### src/source/bus_monitor_pkg.sv
// Shared types, widths, register map and reset thresholds for the I3C bus condition monitor
package bus_monitor_pkg;

  // Bus condition states, encoding is visible in STATUS[1:0]
  typedef enum logic [1:0] {
    Busy  = 2'd0,
    Free  = 2'd1,
    Avail = 2'd2,
    Idle  = 2'd3
  } bus_state_t;

  // Threshold and quiet-time counter width
  localparam int unsigned TIMER_W = 16;

  // Event counter width
  localparam int unsigned CNT_W = 16;

  // APB byte address width
  localparam int unsigned APB_AW = 5;

  // Register offsets
  localparam logic [APB_AW-1:0] REG_STATUS     = 5'h00;
  localparam logic [APB_AW-1:0] REG_T_BUF      = 5'h04;
  localparam logic [APB_AW-1:0] REG_T_AVAL     = 5'h08;
  localparam logic [APB_AW-1:0] REG_T_IDLE     = 5'h0C;
  localparam logic [APB_AW-1:0] REG_START_CNT  = 5'h10;
  localparam logic [APB_AW-1:0] REG_STOP_CNT   = 5'h14;
  // Write one to clear
  localparam logic [APB_AW-1:0] REG_IRQ_STATUS = 5'h18;
  localparam logic [APB_AW-1:0] REG_IRQ_ENABLE = 5'h1C;

  // Interrupt bit positions in IRQ_STATUS and IRQ_ENABLE
  localparam int unsigned IRQ_FREE  = 0;
  localparam int unsigned IRQ_AVAIL = 1;
  localparam int unsigned IRQ_IDLE  = 2;
  localparam int unsigned IRQ_START = 3;
  localparam int unsigned IRQ_W     = 4;

  // Threshold values after reset, in clock cycles
  localparam logic [TIMER_W-1:0] T_BUF_RST  = 16'd8;
  localparam logic [TIMER_W-1:0] T_AVAL_RST = 16'd20;
  localparam logic [TIMER_W-1:0] T_IDLE_RST = 16'd40;

endpackage

### src/source/bus_line_monitor.sv
// Synchronizes and deglitches SDA and SCL, then flags START and STOP conditions as pulses
`timescale 1ns/1ps

module bus_line_monitor #(
  // Equal samples needed before a filtered line changes
  parameter int unsigned FILTER_LEN = 2
) (
  input  logic clk_i,
  input  logic rst_ni,
  input  logic sda_i,
  input  logic scl_i,
  output logic sda_filt_o,
  output logic scl_filt_o,
  output logic start_det_o,
  output logic stop_det_o
);

  // Stability counter runs 0 .. FILTER_LEN-1
  localparam int unsigned CW = (FILTER_LEN > 1) ? $clog2(FILTER_LEN) : 1;
  localparam logic [CW-1:0] CNT_LAST = CW'(FILTER_LEN - 1);

  // Index 0 is SDA, index 1 is SCL
  localparam int unsigned LINE_SDA = 0;
  localparam int unsigned LINE_SCL = 1;

  logic [1:0]    line_raw;
  logic [1:0]    sync1_q;
  logic [1:0]    sync2_q;
  logic [1:0]    filt_q;
  logic [CW-1:0] stable_cnt_q [2];

  logic sda_prev_q;
  logic start_q;
  logic stop_q;
  logic sda_fall;
  logic sda_rise;

  assign line_raw = {scl_i, sda_i};

  // Two-flop synchronizer and glitch filter per line
  // Lines idle high, so everything resets to 1
  always_ff @(posedge clk_i or negedge rst_ni) begin
    if (!rst_ni) begin
      sync1_q <= 2'b11;
      sync2_q <= 2'b11;
      filt_q  <= 2'b11;
      for (int i = 0; i < 2; i++) begin
        stable_cnt_q[i] <= '0;
      end
    end else begin
      sync1_q <= line_raw;
      sync2_q <= sync1_q;
      for (int i = 0; i < 2; i++) begin
        if (sync2_q[i] == filt_q[i]) begin
          // Sample agrees, drop any partial count
          stable_cnt_q[i] <= '0;
        end else if (stable_cnt_q[i] == CNT_LAST) begin
          // Held long enough, take the new level
          filt_q[i]       <= sync2_q[i];
          stable_cnt_q[i] <= '0;
        end else begin
          stable_cnt_q[i] <= stable_cnt_q[i] + 1'b1;
        end
      end
    end
  end

  // Filtered SDA edges
  assign sda_fall = sda_prev_q & ~filt_q[LINE_SDA];
  assign sda_rise = ~sda_prev_q & filt_q[LINE_SDA];

  // Previous SDA and registered condition pulses
  // START and repeated START look the same here
  always_ff @(posedge clk_i or negedge rst_ni) begin
    if (!rst_ni) begin
      sda_prev_q <= 1'b1;
      start_q    <= 1'b0;
      stop_q     <= 1'b0;
    end else begin
      sda_prev_q <= filt_q[LINE_SDA];
      // SDA falls with SCL high
      start_q    <= sda_fall & filt_q[LINE_SCL];
      // SDA rises with SCL high
      stop_q     <= sda_rise & filt_q[LINE_SCL];
    end
  end

  assign sda_filt_o  = filt_q[LINE_SDA];
  assign scl_filt_o  = filt_q[LINE_SCL];
  assign start_det_o = start_q;
  assign stop_det_o  = stop_q;

endmodule

### src/source/bus_state.sv
// Bus condition FSM, tracks Busy, Free, Avail and Idle from a quiet-time counter and thresholds
`timescale 1ns/1ps

module bus_state
  import bus_monitor_pkg::*;
(
  input  logic               clk_i,
  input  logic               rst_ni,
  // Filtered bus lines
  input  logic               sda_filt_i,
  input  logic               scl_filt_i,
  // Condition pulses
  input  logic               start_det_i,
  input  logic               stop_det_i,
  // Programmed thresholds in cycles
  input  logic [TIMER_W-1:0] t_buf_i,
  input  logic [TIMER_W-1:0] t_aval_i,
  input  logic [TIMER_W-1:0] t_idle_i,
  output bus_state_t         state_o,
  output logic               in_transfer_o,
  // One-cycle state entry pulses
  output logic               enter_free_o,
  output logic               enter_avail_o,
  output logic               enter_idle_o
);

  bus_state_t         state_q;
  bus_state_t         state_d;
  logic               in_transfer_q;
  logic [TIMER_W-1:0] quiet_cnt_q;
  logic               lines_high;
  logic               cnt_clear;
  logic               enter_free_q;
  logic               enter_avail_q;
  logic               enter_idle_q;

  assign lines_high = sda_filt_i & scl_filt_i;

  // Set between START and STOP
  always_ff @(posedge clk_i or negedge rst_ni) begin
    if (!rst_ni) begin
      in_transfer_q <= 1'b0;
    end else if (start_det_i) begin
      in_transfer_q <= 1'b1;
    end else if (stop_det_i) begin
      in_transfer_q <= 1'b0;
    end
  end

  // Quiet time only counts after STOP with both lines high
  // Any drop of either line starts it over
  assign cnt_clear = start_det_i | stop_det_i | in_transfer_q | ~lines_high;

  always_ff @(posedge clk_i or negedge rst_ni) begin
    if (!rst_ni) begin
      quiet_cnt_q <= '0;
    end else if (cnt_clear) begin
      quiet_cnt_q <= '0;
    end else if (quiet_cnt_q != '1) begin
      // Saturates so a long idle bus stays Idle
      quiet_cnt_q <= quiet_cnt_q + 1'b1;
    end
  end

  // Next state
  // Each state only looks at the threshold of the state after it
  always_comb begin
    state_d = state_q;
    if (start_det_i) begin
      state_d = Busy;
    end else begin
      case (state_q)
        Busy: begin
          if (!in_transfer_q && (quiet_cnt_q >= t_buf_i)) begin
            state_d = Free;
          end
        end
        Free: begin
          if (quiet_cnt_q >= t_aval_i) begin
            state_d = Avail;
          end
        end
        Avail: begin
          if (quiet_cnt_q >= t_idle_i) begin
            state_d = Idle;
          end
        end
        default: begin
          state_d = state_q;
        end
      endcase
    end
  end

  // State register and entry pulses, both one cycle after the compare
  always_ff @(posedge clk_i or negedge rst_ni) begin
    if (!rst_ni) begin
      state_q       <= Idle;
      enter_free_q  <= 1'b0;
      enter_avail_q <= 1'b0;
      enter_idle_q  <= 1'b0;
    end else begin
      state_q       <= state_d;
      enter_free_q  <= (state_d == Free) && (state_q != Free);
      enter_avail_q <= (state_d == Avail) && (state_q != Avail);
      enter_idle_q  <= (state_d == Idle) && (state_q != Idle);
    end
  end

  assign state_o       = state_q;
  assign in_transfer_o = in_transfer_q;
  assign enter_free_o  = enter_free_q;
  assign enter_avail_o = enter_avail_q;
  assign enter_idle_o  = enter_idle_q;

endmodule

### src/source/bus_monitor_regs.sv
// APB register block with thresholds, status, START and STOP counters and interrupt logic
`timescale 1ns/1ps

module bus_monitor_regs
  import bus_monitor_pkg::*;
(
  input  logic               clk_i,
  input  logic               rst_ni,
  // APB slave
  input  logic [APB_AW-1:0]  paddr_i,
  input  logic               psel_i,
  input  logic               penable_i,
  input  logic               pwrite_i,
  input  logic [31:0]        pwdata_i,
  output logic [31:0]        prdata_o,
  output logic               pready_o,
  output logic               pslverr_o,
  // Monitor status and events
  input  bus_state_t         state_i,
  input  logic               in_transfer_i,
  input  logic               start_det_i,
  input  logic               stop_det_i,
  input  logic               enter_free_i,
  input  logic               enter_avail_i,
  input  logic               enter_idle_i,
  // Thresholds to the FSM
  output logic [TIMER_W-1:0] t_buf_o,
  output logic [TIMER_W-1:0] t_aval_o,
  output logic [TIMER_W-1:0] t_idle_o,
  output logic               irq_o
);

  logic               access;
  logic               wr_en;
  logic               rd_en;
  logic               addr_hit;
  logic [31:0]        rdata;
  logic [TIMER_W-1:0] t_buf_q;
  logic [TIMER_W-1:0] t_aval_q;
  logic [TIMER_W-1:0] t_idle_q;
  logic [CNT_W-1:0]   start_cnt_q;
  logic [CNT_W-1:0]   stop_cnt_q;
  logic [IRQ_W-1:0]   irq_set;
  logic [IRQ_W-1:0]   irq_status_q;
  logic [IRQ_W-1:0]   irq_enable_q;
  logic               irq_q;

  // Access phase, zero wait states
  assign access   = psel_i & penable_i;
  assign wr_en    = access & pwrite_i;
  assign rd_en    = access & ~pwrite_i;
  assign pready_o = 1'b1;

  // Read mux, unmapped offsets read 0
  always_comb begin
    rdata    = '0;
    addr_hit = 1'b1;
    case (paddr_i)
      REG_STATUS: begin
        rdata[1:0] = state_i;
        rdata[2]   = in_transfer_i;
      end
      REG_T_BUF:      rdata[TIMER_W-1:0] = t_buf_q;
      REG_T_AVAL:     rdata[TIMER_W-1:0] = t_aval_q;
      REG_T_IDLE:     rdata[TIMER_W-1:0] = t_idle_q;
      REG_START_CNT:  rdata[CNT_W-1:0]   = start_cnt_q;
      REG_STOP_CNT:   rdata[CNT_W-1:0]   = stop_cnt_q;
      REG_IRQ_STATUS: rdata[IRQ_W-1:0]   = irq_status_q;
      REG_IRQ_ENABLE: rdata[IRQ_W-1:0]   = irq_enable_q;
      default:        addr_hit           = 1'b0;
    endcase
  end

  assign prdata_o  = rd_en ? rdata : '0;
  assign pslverr_o = access & ~addr_hit;

  // Thresholds and interrupt enables
  always_ff @(posedge clk_i or negedge rst_ni) begin
    if (!rst_ni) begin
      t_buf_q      <= T_BUF_RST;
      t_aval_q     <= T_AVAL_RST;
      t_idle_q     <= T_IDLE_RST;
      irq_enable_q <= '0;
    end else if (wr_en) begin
      if (paddr_i == REG_T_BUF)      t_buf_q      <= pwdata_i[TIMER_W-1:0];
      if (paddr_i == REG_T_AVAL)     t_aval_q     <= pwdata_i[TIMER_W-1:0];
      if (paddr_i == REG_T_IDLE)     t_idle_q     <= pwdata_i[TIMER_W-1:0];
      if (paddr_i == REG_IRQ_ENABLE) irq_enable_q <= pwdata_i[IRQ_W-1:0];
    end
  end

  // Wrapping event counters, any write clears
  always_ff @(posedge clk_i or negedge rst_ni) begin
    if (!rst_ni) begin
      start_cnt_q <= '0;
      stop_cnt_q  <= '0;
    end else begin
      if (wr_en && (paddr_i == REG_START_CNT)) start_cnt_q <= '0;
      else if (start_det_i)                    start_cnt_q <= start_cnt_q + 1'b1;
      if (wr_en && (paddr_i == REG_STOP_CNT))  stop_cnt_q  <= '0;
      else if (stop_det_i)                     stop_cnt_q  <= stop_cnt_q + 1'b1;
    end
  end

  // Event sources for the sticky status bits
  always_comb begin
    irq_set            = '0;
    irq_set[IRQ_FREE]  = enter_free_i;
    irq_set[IRQ_AVAIL] = enter_avail_i;
    irq_set[IRQ_IDLE]  = enter_idle_i;
    irq_set[IRQ_START] = start_det_i;
  end

  // New events win over a clear in the same cycle
  always_ff @(posedge clk_i or negedge rst_ni) begin
    if (!rst_ni) begin
      irq_status_q <= '0;
      irq_q        <= 1'b0;
    end else begin
      if (wr_en && (paddr_i == REG_IRQ_STATUS)) begin
        irq_status_q <= (irq_status_q & ~pwdata_i[IRQ_W-1:0]) | irq_set;
      end else begin
        irq_status_q <= irq_status_q | irq_set;
      end
      irq_q <= |(irq_status_q & irq_enable_q);
    end
  end

  assign t_buf_o  = t_buf_q;
  assign t_aval_o = t_aval_q;
  assign t_idle_o = t_idle_q;
  assign irq_o    = irq_q;

endmodule

### src/source/bus_monitor_top.sv
// Top level of the bus condition monitor, connects line filter, state FSM and APB registers
`timescale 1ns/1ps

module bus_monitor_top
  import bus_monitor_pkg::*;
#(
  parameter int unsigned FILTER_LEN = 2
) (
  input  logic              clk_i,
  input  logic              rst_ni,
  // Bus lines, asynchronous to clk_i
  input  logic              sda_i,
  input  logic              scl_i,
  // APB slave
  input  logic [APB_AW-1:0] paddr_i,
  input  logic              psel_i,
  input  logic              penable_i,
  input  logic              pwrite_i,
  input  logic [31:0]       pwdata_i,
  output logic [31:0]       prdata_o,
  output logic              pready_o,
  output logic              pslverr_o,
  output logic              irq_o
);

  logic               sda_filt;
  logic               scl_filt;
  logic               start_det;
  logic               stop_det;
  bus_state_t         cur_state;
  logic               in_transfer;
  logic               enter_free;
  logic               enter_avail;
  logic               enter_idle;
  logic [TIMER_W-1:0] t_buf;
  logic [TIMER_W-1:0] t_aval;
  logic [TIMER_W-1:0] t_idle;

  // Line filter and START/STOP detection
  bus_line_monitor #(
    .FILTER_LEN(FILTER_LEN)
  ) u_line_monitor (
    .clk_i      (clk_i),
    .rst_ni     (rst_ni),
    .sda_i      (sda_i),
    .scl_i      (scl_i),
    .sda_filt_o (sda_filt),
    .scl_filt_o (scl_filt),
    .start_det_o(start_det),
    .stop_det_o (stop_det)
  );

  // Bus condition FSM
  bus_state u_bus_state (
    .clk_i        (clk_i),
    .rst_ni       (rst_ni),
    .sda_filt_i   (sda_filt),
    .scl_filt_i   (scl_filt),
    .start_det_i  (start_det),
    .stop_det_i   (stop_det),
    .t_buf_i      (t_buf),
    .t_aval_i     (t_aval),
    .t_idle_i     (t_idle),
    .state_o      (cur_state),
    .in_transfer_o(in_transfer),
    .enter_free_o (enter_free),
    .enter_avail_o(enter_avail),
    .enter_idle_o (enter_idle)
  );

  // Register block
  bus_monitor_regs u_regs (
    .clk_i        (clk_i),
    .rst_ni       (rst_ni),
    .paddr_i      (paddr_i),
    .psel_i       (psel_i),
    .penable_i    (penable_i),
    .pwrite_i     (pwrite_i),
    .pwdata_i     (pwdata_i),
    .prdata_o     (prdata_o),
    .pready_o     (pready_o),
    .pslverr_o    (pslverr_o),
    .state_i      (cur_state),
    .in_transfer_i(in_transfer),
    .start_det_i  (start_det),
    .stop_det_i   (stop_det),
    .enter_free_i (enter_free),
    .enter_avail_i(enter_avail),
    .enter_idle_i (enter_idle),
    .t_buf_o      (t_buf),
    .t_aval_o     (t_aval),
    .t_idle_o     (t_idle),
    .irq_o        (irq_o)
  );

endmodule

### config.mk
export PLATFORM = sky130hd
export DESIGN_NAME = bus_monitor_top
export DESIGN_NICKNAME = d
export VERILOG_FILES = /design/src/source/bus_monitor_pkg.sv /design/src/source/bus_line_monitor.sv /design/src/source/bus_state.sv /design/src/source/bus_monitor_regs.sv /design/src/source/bus_monitor_top.sv
export SDC_FILE = /design/constraint.sdc
export NUM_CORES = 1
export LEC_CHECK = 0
export ABC_CLOCK_PERIOD_IN_PS = 2980
export CAP_MARGIN = 10
export CORE_MARGIN = 2
export CORE_UTILIZATION = 46
export CTS_BUF_LIST = sky130_fd_sc_hd__clkbuf_8
export CTS_CLUSTER_SIZE = 16
export DETAILED_ROUTE_END_ITERATION = 6
export DONT_BUFFER_PORTS = 1
export PLACE_DENSITY = 0.6
export SLEW_MARGIN = 15
export SYNTH_ARGS = -nofsm -noshare
export SYNTH_HDL_FRONTEND = slang
export SYNTH_SLANG_ARGS = --single-unit
### constraint.sdc
create_clock -name clk_i -period 2.98 [get_ports clk_i]
set_clock_uncertainty 0.15 [all_clocks]
set_input_delay 0.596 -clock clk_i [delete_from_list [all_inputs] [get_ports clk_i]]
set_output_delay 0.596 -clock clk_i [all_outputs]
set_load 0.02 [all_outputs]
* Word-level counts from Yosys, hierarchy flattened
Cells that the tools add are included.
** Operators by class
- Equal/unequal tests :: 18
- Bitwise logic cells :: 24
- Mux-type cells :: 23
- Order comparisons :: 3
- Reductions and logical operators :: 22
- $add $sub $neg :: 5
** Operator list (number)
- 16-bit 2-to-1 mux :: 7
- 12-bit case mux with 5 select lines :: 1
- 16-bit by 1-bit adder with 16-bit output (second input constant) :: 3
- 16-bit greater-or-equal comparator :: 3
- 3-bit case mux with 8 select lines :: 1
- 5-bit == test (second input constant) :: 4
- 16-bit inequality test (second input constant) :: 1
- 2-bit AND reduction :: 6
- 5-bit by 4-bit == test with 1-bit output (second input constant) :: 2
- 1-bit bitwise AND :: 9
- 4-bit bitwise AND :: 2
- 2-bit 2-to-1 mux :: 4
- 4-bit OR :: 2
- 2-bit nonzero test :: 4
- 8-bit OR reduction :: 1
- 1-bit logical AND :: 7
- 1-bit 2-to-1 mux :: 7
- 1-bit NOT :: 7
- 1-bit case mux with 7 select lines :: 1
- 2-bit == test (second input constant) :: 3
- 2-bit case mux with 3 select lines :: 1
- 5-bit by 3-bit == test with 1-bit output (second input constant) :: 1
- 5-bit logical NOT :: 1
- 2-bit by 1-bit == test with 1-bit output (second input constant) :: 2
- other kinds (10) :: 15
** Storage, ports and cells
- Bits of input ports :: 44
- Logic and storage cells :: 118
- Register bits :: 122
- Output and inout port bits :: 35

* Longest topological paths before layout
Gate-level depths: netlist of run 1.
- Word-level depth :: 7
- Depth in mapped cells :: 9
- Gate-level depth less buffers :: 8

* By module
Synthesis of run 1 repeated with hierarchy kept, for this count alone.
** Unflattened totals
- Cell total of the unflattened synthesis :: 705
- Area, all modules :: 7274.5 µm²
** Modules (own cells, without submodules)
- bus_monitor_regs :: instances 1, cells an instance 425, sequential area each 2233.4 µm², area each 4729.5 µm²
- bus_state :: instances 1, cells an instance 260, sequential area each 553.0 µm², area each 2195.9 µm²
- bus_line_monitor :: instances 1, cells an instance 20, sequential area each 284.0 µm², area each 349.1 µm²

* Worst setup path after synthesis of run 1
No wires, ideal clock.
- Path kind :: input-to-output
- Start :: input port paddr_i[4]
- End :: output port prdata_o[0]
- Data required time :: 2.234 ns
- Cell stages on the path :: 6
- Path slack :: 0.064 ns
- Arrival time :: 2.170 ns
- Path buffers :: 2
- Cell sequence :: buf_2 -> nand2_1 -> nor3_1 -> clkbuf_1 -> a22oi_1 -> a31oi_1
** Between the ends
- Cells in the longest elaborated chain, start to end :: 3
- Elaborated cells on any way between the ends :: 10
- Those cells by class :: eq/ne (7); mux (2); reduce/logical (1)
** RTL lines
- from (decl) :: line bus_monitor_top.sv:15 : input logic [APB_AW-1:0] paddr_i,
- 5-bit == test (tied with other cells) :: line bus_monitor_regs.sv:58 : case (paddr_i)
- 3-bit case mux with 8 select lines (*) :: line bus_monitor_regs.sv:58
- 16-bit 2-to-1 mux (*) :: line bus_monitor_regs.sv:74 : assign prdata_o = rd_en ? rdata : '0;
- to (decl) :: line bus_monitor_top.sv:20 : output logic [31:0] prdata_o,
Every way passes the cells marked *; elsewhere a longest branch is shown, timed or not.

* Worst setup path after layout of run 1
- Start :: input port paddr_i[1]
- End :: output port prdata_o[14]
** Between the ends
- Cells in the longest elaborated chain, start to end :: 3
- Elaborated cells on any way between the ends :: 7
- Those cells by class :: eq/ne (5); mux (2)
** RTL lines (line)
- 5-bit == test (tied with other cells) :: bus_monitor_regs.sv:58
- 12-bit case mux with 5 select lines (*) :: bus_monitor_regs.sv:58
- 16-bit 2-to-1 mux (*) :: bus_monitor_regs.sv:74
Marks and branches as above.

==> results of run 1 <==
-- how the worst max path moves through the flow --
stage          slack (ns)  depth (start not counted)                                   start                          endpoint
2_1_floorplan        0.06                          6                              paddr_i[4]                       prdata_o[0]
4_1_cts              0.04                          6                              paddr_i[1]                      prdata_o[14]
3_5_place_dp         0.04                          6                              paddr_i[1]                      prdata_o[14]
5_1_grt              0.05                          8  u_bus_state.quiet_cnt_q[0]$_DFFE_PN0P_  u_bus_state.state_o[0]$_DFF_PN1_
3_3_place_gp         0.07                          6                              paddr_i[1]                      prdata_o[14]
6_report             0.20                          6                              paddr_i[1]                      prdata_o[14]
-- what timing repair did --
action / 4_1_cts / 5_1_grt
gates resized for setup: 0 / 1
endpoints found under the setup margin: 0 / 12
hold endpoints to repair: 124 / 122
-- layout make-up --
class | count | area [um^2] | share of cell area [%]
multi-input combinational | 486 | 3493 | 45.86
sequential | 122 | 3070 | 40.31
timing repair buffer | 32 | 270.3 | 3.548
clock buffer | 17 | 234.0 | 3.072
clock inverter | 15 | 131.4 | 1.725
inverter | 50 | 187.7 | 2.464
tap | 184 | 230.2 | 3.022
-- sequential cells by signal (all words and copies together), names as in the netlist, 2 cells and up --
| name | count |
|---|---|
| u_bus_state.state_o | 2 |
| u_regs.stop_cnt_q | 16 |
| u_regs.t_idle_o | 16 |
| u_line_monitor.sync2_q | 2 |
| u_regs.irq_enable_q | 4 |
| u_line_monitor.filt_q | 2 |
| u_regs.t_aval_o | 16 |
| u_regs.start_cnt_q | 16 |
| u_regs.t_buf_o | 16 |
| u_bus_state.quiet_cnt_q | 16 |
| u_regs.irq_status_q | 4 |
| u_line_monitor.stable_cnt_q | 2 |
| u_line_monitor.sync1_q | 2 |
-- critical path: cells and delay by family --
kind	cells	cell delay, ns
buffers and inverters	1	0.18
AND/OR/NAND/NOR	4	1.02
AO/OA/AOI/OAI	1	0.23
-- Yosys cell counts, drive strengths merged, types with 2 or more instances --
library cell	count
dfrtp	108
nor2	58
ha	51
nand2	51
inv	50
mux2	39
a21oi	32
o21ai	28
xor2	27
buf	25
nand4	21
a22oi	19
nor3	17
a222oi	16
nand3	16
clkbuf	14
dfstp	14
and3	11
xnor2	11
or3	8
a21o	7
a31oi	6
and4	6
nand2b	6
a2111oi	5
and2	5
a211oi	4
mux2i	4
nor4	4
and3b	2
conb	2
nor2b	2
nor4b	2
o21bai	2
or2	2
-- report_power, final --
part	switching [mW]	internal, mW
logic	0.459	0.443
clock network	0.772	0.604
registers	0.454	2.06
-- cells by family (layout without fill, tap and decap cells) --
| group | count (synthesis) | after routing | synth area share [%] |
|---|---|---|---|
| other | 2 | 17 | 0.1087 |
| multiplexers | 43 | 43 | 7.480 |
| adder cells (fa/ha/maj) | 51 | 51 | 9.237 |
| AO/OA/AOI/OAI | 126 | 126 | 12.21 |
| buffers and inverters | 89 | 114 | 6.086 |
| XOR/XNOR | 38 | 38 | 4.818 |
| flip-flops | 122 | 122 | 44.45 |
| AND/OR/NAND/NOR | 211 | 211 | 15.61 |
-- layer usage --
layer  share of wire, %  wire [um]  vias to the layer above
met5                  0          0                        -
met2                 48       7955                      132
li1                   -          -                     2469
met4                1.8        303                        0
met3                5.6        928                       20
met1                 45       7482                     2550
-- stage by stage --
| stage | instance area (um^2) | setup slack, ns | hold slack, ns |
|---|---|---|---|
| 2_1_floorplan | 6964 | 0.06400 | 0.1504 |
| 4_1_cts | 7615 | 0.03625 | -0.3651 |
| 3_3_place_gp | 7229 | 0.07044 | 0.1560 |
| 6_report | 7617 | 0.2035 | -0.3179 |
| 3_5_place_dp | 7229 | 0.04304 | 0.1554 |
| 5_1_grt | 7617 | 0.05407 | -0.3568 |
==> results.md, run 1 <==
- Clock tree synthesis found a total of 122 sinks.
- At the worst endpoint, the arrival time is 2.03 ns.
- Among all stages on the critical path, the largest delay is contributed by sky130_fd_sc_hd__or3_1.
- Once detail routing completed, the nets flagged for antenna violations numbered 0.
- The slew at the pin closest to its max-slew limit is 0.7931 ns.
- No sink is reached through more buffers than the 2 on the longest clock path.
- The global routing's busiest layer is met2.
- Wires add up to 16670 um.
- In this run the tightest slew margin relative to its limit is 46.64%.
- The top cell type by area accounts for 39.12% of the synthesized area.
- The clock insertion delay at the later pin of the skew report is 0.46 ns.
- At the end of routability-driven placement, the weighted congestion stood at 0.8930.
- The root buffer cell chosen for the clock tree is sky130_fd_sc_hd__clkbuf_8.
- Entering global routing, the biggest net connects 123 pins.
- The capturing element type of the critical path is a primary output.
- On the worst path, the slowest cell contributes a delay of 0.41 ns.
- For this run, the top clock speed supported by timing is 360.2 MHz.
- The largest fanout of any net on the critical path is 12.
- For met3 alone, demand over resource in global routing was 5.652%.
- The library cell used most frequently in the layout, excluding fill and tap cells, is sky130_fd_sc_hd__dfrtp_1.
- The routed wire length per instance is 18.40 um.
- The clock period could shrink to 2.776 ns.
- The area growth from synthesis to layout is 10.27%.
- For this configuration, the core starts out at a cell density of 47.35%.
- After global routing the overflow that remains totals 0.
- The CTS clock-pin slew for the worst setup and hold paths is 0.08 ns.
- The logic depth of the worst register-to-register path is 8.
- The final count of hold timing violations is 122.
- The violation count after the first detailed-routing iteration is 427.
- The HPWL after detailed placement is 12360 um.
- The leading register cell type out of synthesis is sky130_fd_sc_hd__dfrtp_1.
- In the post-synthesis netlist, the biggest area contributors are sky130_fd_sc_hd__dfrtp_1 (39%), sky130_fd_sc_hd__ha_1 (9.2%), sky130_fd_sc_hd__dfstp_2 (5.3%), sky130_fd_sc_hd__mux2_2 (4.7%), sky130_fd_sc_hd__xor2_1 (3.4%).
- Global routing used 28.45% of the available met1 tracks.
- The post-CTS setup buffer count is 0.
- The number of warning messages in the yosys log is 0.
- The post-synthesis instance area is 6908 um^2.
- The required time of the critical path is 2.23 ns.
- The row count is 44.
- In the routed layout, each cell is associated on average with a via count of 5.708.
- The horizontal extent of the die is 126.5 um.
- The TritonCTS clock tree is done.
- The worst register-to-register path begins at u_bus_state.quiet_cnt_q[0]$_DFFE_PN0P_.
- The worst hold slack across all endpoints is -0.3179 ns.
- In this run the vertical extent of the chip is 126.5 um.
- The library cell occupying the most area in the post-synthesis netlist is sky130_fd_sc_hd__dfrtp_1.
- The largest voltage drop on the vdd net is 0.3433 mV.
- The critical path is of the input port to primary output type.
- Setup slack on the worst reg-to-reg path comes out at 0.33 ns.
- The number of unique standard cell types used by synthesis is 50.
- Cells fill 52.21% of the core in the end.
- The pre-antenna-repair detailed-routing pass consisted of 6 iterations.
- The number of buffers inserted by hold repair at cts is 2.
- The synthesis-stage register bit count is 122.
- The synthesized area per cell is 10.13 um^2.
- The final reports fail on negative hold slack.
- The final routed DRC violation total is 0.
- The number of instances in the synthesized netlist is 682.
- The number of antenna violations at the first check in global routing is 0.
- The max-cap violation count is 0.
- In the final timing run, aggregate negative setup slack is 0 ns.
- After layout, the worst path uses 93.17% of the clock period.
- Sequential cells were found to cover 44.45% of the synthesized design area.
- Global routing used 21.90% of the available tracks.
- The min-delay analysis places its worst path in the category input port to async pin.
- Buffers placed on the I/O ports in this run total 0.
- Setup violations remaining at the end of the flow were counted as 0.
- The region available for standard cell placement spans 14590 um^2.
- The number of H-tree levels is 4.
- The number of global-route vias before repair was 5277.
- The count of antenna diodes in the layout is 0.
- For this run, the post-layout net count is 804.
- Yosys mapped a number of flops with a built-in enable equal to 0.
- The count of cells in the finished layout, fillers not included, comes to 906.
- The top-level I/O count is 79.
- The leakage power is 3.385 nW.
- The power density over the cells is 628.9 nW/um^2.
- Setup repair after global routing left no endpoint under its margin.
- The post-route netlist has 17.17% of its cells at a drive strength greater than 1.
- Walking the worst path, the cells encountered are or2_1 -> or3_1 -> nor2_1 -> nand2_2 -> a21oi_1 -> buf_4.
- The top cell types in the final layout, fill and taps aside, are sky130_fd_sc_hd__dfrtp_1 (108), sky130_fd_sc_hd__nor2_1 (58), sky130_fd_sc_hd__ha_1 (51).
- The met2 demand-to-capacity share in global routing is 35.55%.
- The first global-routing pass estimated 27290 um of wire.
- The die outline area is 16010 um^2.
- The critical register-to-register path endpoint is u_bus_state.state_o[0]$_DFF_PN1_.
- Buffers inserted during clock tree synthesis total 17.
- The flow ran to the end, but the final reports show violations.
- The final max-slew violation count is 0.
- The async set-or-reset flop fraction in the synthesized netlist is 100.0%.
- The routed via count is 5171.
- The design draws 4.791 mW.
- The placed instance count is 872.
- The count of filler cells inserted in the layout is 1279.
- The worst setup path is launched from an input port.
(Power assumes the default switching activity.)
==> run 2, diff against run 1 <==
- ABC_CLOCK_PERIOD_IN_PS: 2980 -> 2630
- clock period: 2.98 -> 2.63 ns (I/O delays scaled with it)
==> results.md, run 2 (same netlist as run 1, synthesis figures left out) <==
- The clock insertion delay at the later pin of the skew report came to 0.44 ns (-0.02 ns).
- The leakage power came to 3.551 nW (+4.9%).
- The buffer depth of the longest clock path is 2 (unchanged).
- The die outline area is 16010 um^2 (unchanged).
- Walking the worst path, the cells encountered are or2_1 -> buf_4 -> nor3_4 -> buf_12 -> a22o_1 -> a221oi_1 -> a21boi_1 -> buf_4.
- The final routed DRC violation total is 0 (unchanged).
- The checks that failed: negative hold slack.
- After layout, the minimum clock period comes to 2.579 ns.
- The clock net sink count is 122 (unchanged).
- The area growth from synthesis to layout is 15.07%.
- The port buffer count is 0 (unchanged).
- The share of the core filled with cells came to 54.49% (+2.3 points).
- The pin count of the biggest net entering global routing is 123 (unchanged).
- The number of routed nets with antenna violations is 0 (unchanged).
- The average vias per placed instance is 5.802 (+1.7%).
- The starting utilization of the core area is 47.35% (unchanged).
- The total detailed-routing wirelength is 17530 um (+5.1%).
- The number of nets in the finished design is 826 (+2.7%).
- The required time of the critical path is 1.95 ns (-0.28 ns).
- The TritonCTS clock tree is done.
- The combined area of the multi-input logic cells is 3567 um^2 (+2.1%).
- The worst hold slack across all endpoints is -0.3734 ns (-0.05549 ns).
- The relative max-transition margin was 60.74% (+14 points).
- The worst path arrival time is 1.90 ns (-0.13 ns).
- The critical path's slowest cell is sky130_fd_sc_hd__or2_1.
- The y dimension of the die was 126.5 um (unchanged).
- Setup repair after global routing could not meet its margin everywhere.
- The amount of wire on met3 after detailed routing is 1015 um (+9.4%).
- The largest fanout of any net on the critical path is 8 (-4).
- The count of filler cells inserted in the layout is 1284 (+0.39%).
- The placed instance count is 889 (+1.9%).
- The final cycle utilization of the critical path is 98.06%.
- The horizontal extent of the die is 126.5 um (unchanged).
- The overall routing resource usage is 23.00% (+1.1 points).
- The detailed-route wire length on metal 1 is 7785 um (+4.0%).
- The number of optimization iterations in the first detailed-route pass was 6 (unchanged).
- The worst-case setup margin in the final layout is 0.05090 ns (-0.1526 ns).
- The number of global-route vias before repair is 5429 (+2.9%).
- The routability congestion estimate is 0.8879 (-0.57%).
- The final instance count without filler cells is 928 (+2.4%).
- The largest voltage drop on the vdd net is 0.4232 mV (+23%).
- The count of antenna diodes in the layout is 0 (unchanged).
- The fraction of final layout cells with drive strength greater than 1 is 20.83% (+3.7 points).
- The sum of overflow across all layers after global routing is 0 (unchanged).
- The number of antenna violations at the first check in global routing is 0 (unchanged).
- The core outline area was 14590 um^2 (unchanged).
- The number of buffers inserted by hold repair at cts is 4 (+2).
- The routed via count is 5384 (+4.1%).
- The total area of sequential cells is 3070 um^2 (unchanged).
- The class of the worst hold path is input port to async pin.
- Derived from the worst setup path, the maximum achievable clock frequency is 387.7 MHz.
- The global-route wire length before repair is 28490 um (+4.4%).
- The CTS clock-pin slew for the worst setup and hold paths is 0.07 ns (about the same).
- The row count is 44 (unchanged).
- The final total negative setup slack is 0 ns (unchanged).
- The final max-slew violation count is 0 (unchanged).
- The max-cap violation count is 0 (unchanged).
- The highest cell delay on the worst timing path is 0.24 ns (-0.17 ns).
- The post-placement worst setup slack came to -0.1113 ns (-0.1543 ns).
- The most common cell type on the critical path is sky130_fd_sc_hd__buf_4.
- Leaving out fill and tap cells, the most frequent cell in the layout is sky130_fd_sc_hd__dfrtp_1.
- The worst setup path is launched from an input port.
- The flow ran to the end, but the final reports show violations.
- In the layout the commonest cells are sky130_fd_sc_hd__dfrtp_1 (108), sky130_fd_sc_hd__nor2_1 (57), sky130_fd_sc_hd__inv_1 (54).
- The power density over the cells is 704.4 nW/um^2 (+12%).
- The violation count after the first detailed-routing iteration came to 470 (+10%).
- The number of setup violations in the final report is 0 (unchanged).
- The wire length on met2 was 8367 um (+5.2%).
- The highest routed metal layer is met4.
- The slew at the pin closest to its max-slew limit is 0.5844 ns (-0.2087 ns).
- The number of clock buffers inserted by TritonCTS is 17 (unchanged).
- The worst setup path is of the input port to primary output kind.
- The final HPWL from detailed placement is 12680 um (+2.7%).
- The total power after layout is 5.599 mW (+17%).
- The tree is rooted in a sky130_fd_sc_hd__clkbuf_8.
- The top-level I/O count came to 79 (unchanged).
- The capturing element type of the critical path is a primary output.
- The final count of hold timing violations is 122 (unchanged).
- The number of H-tree levels is 4 (unchanged).
- The routed wire length per instance came to 18.89 um (+2.6%).
run 2: cell count changes in the layout (fill, tap and decap cells not counted), sizes merged:
cell | previous run | this run
bufinv | 0 | 2
clkbuf | 17 | 21
dlygate4sd3 | 2 | 4
buf | 30 | 49
inv | 59 | 54
run 2: cell type report:
cell class,instances,share of cell area [%]
tap,184,2.896
multi-input combinational,486,44.88
inverter,50,2.361
timing repair buffer,54,6.391
clock inverter,12,1.385
sequential,122,38.63
clock buffer,20,3.463
run 2: power breakdown:
part | switching, mW | internal [mW]
combinational | 0.542 | 0.537
sequential | 0.532 | 2.34
clock | 0.756 | 0.896
run 2: timing repair:
action / 4_1_cts / 5_1_grt
endpoints found under the hold margin: 126 / 122
pin swaps: 6 / 9
gates cloned: 0 / 1
setup endpoints to repair: 7 / 15
buffers inserted: 1 / 1
gates resized for setup: 3 / 13
run 2: critical path, delay by kind of cell:
family	cells	cell delay [ns]
simple gates	2	0.44
compound gates	3	0.42
buf+inv	3	0.51
run 2: path summary, 6_finish.rpt:
path	startpoint	endpoint	slack, ns	cells after the start
max reg2reg	u_bus_state.quiet_cnt_q[0]$_DFFE_PN0P_	u_bus_state.state_o[0]$_DFF_PN1_	0.11	9
max	paddr_i[1]	prdata_o[3]	0.05	8
min in group clk_i	pwdata_i[14]	u_regs.t_idle_o[14]$_DFFE_PN0P_	0.05	2
min	rst_ni	u_regs.start_cnt_q[1]$_DFFE_PN0P_	-0.37	0
max in group asynchronous	rst_ni	u_line_monitor.sync1_q[0]$_DFF_PN1_	2.44	0
min reg2reg	u_line_monitor.sync1_q[1]$_DFF_PN1_	u_line_monitor.sync2_q[1]$_DFF_PN1_	0.21	0
run 2: metrics by stage:
stage,hold WS (ns),instance area (um^2)
global placement,0.08564,7416
detailed placement,0.08621,7416
floorplan,0.08041,6993
CTS,-0.4134,7859
finish,-0.3734,7949
global route,-0.4037,7949
run 2: per-layer routing:
metal	track usage, %	up-vias
met3	5.230	25
met1	31.03	2684
met2	36.27	158
met4	8.791	0
li1	-	2517
met5	0	-
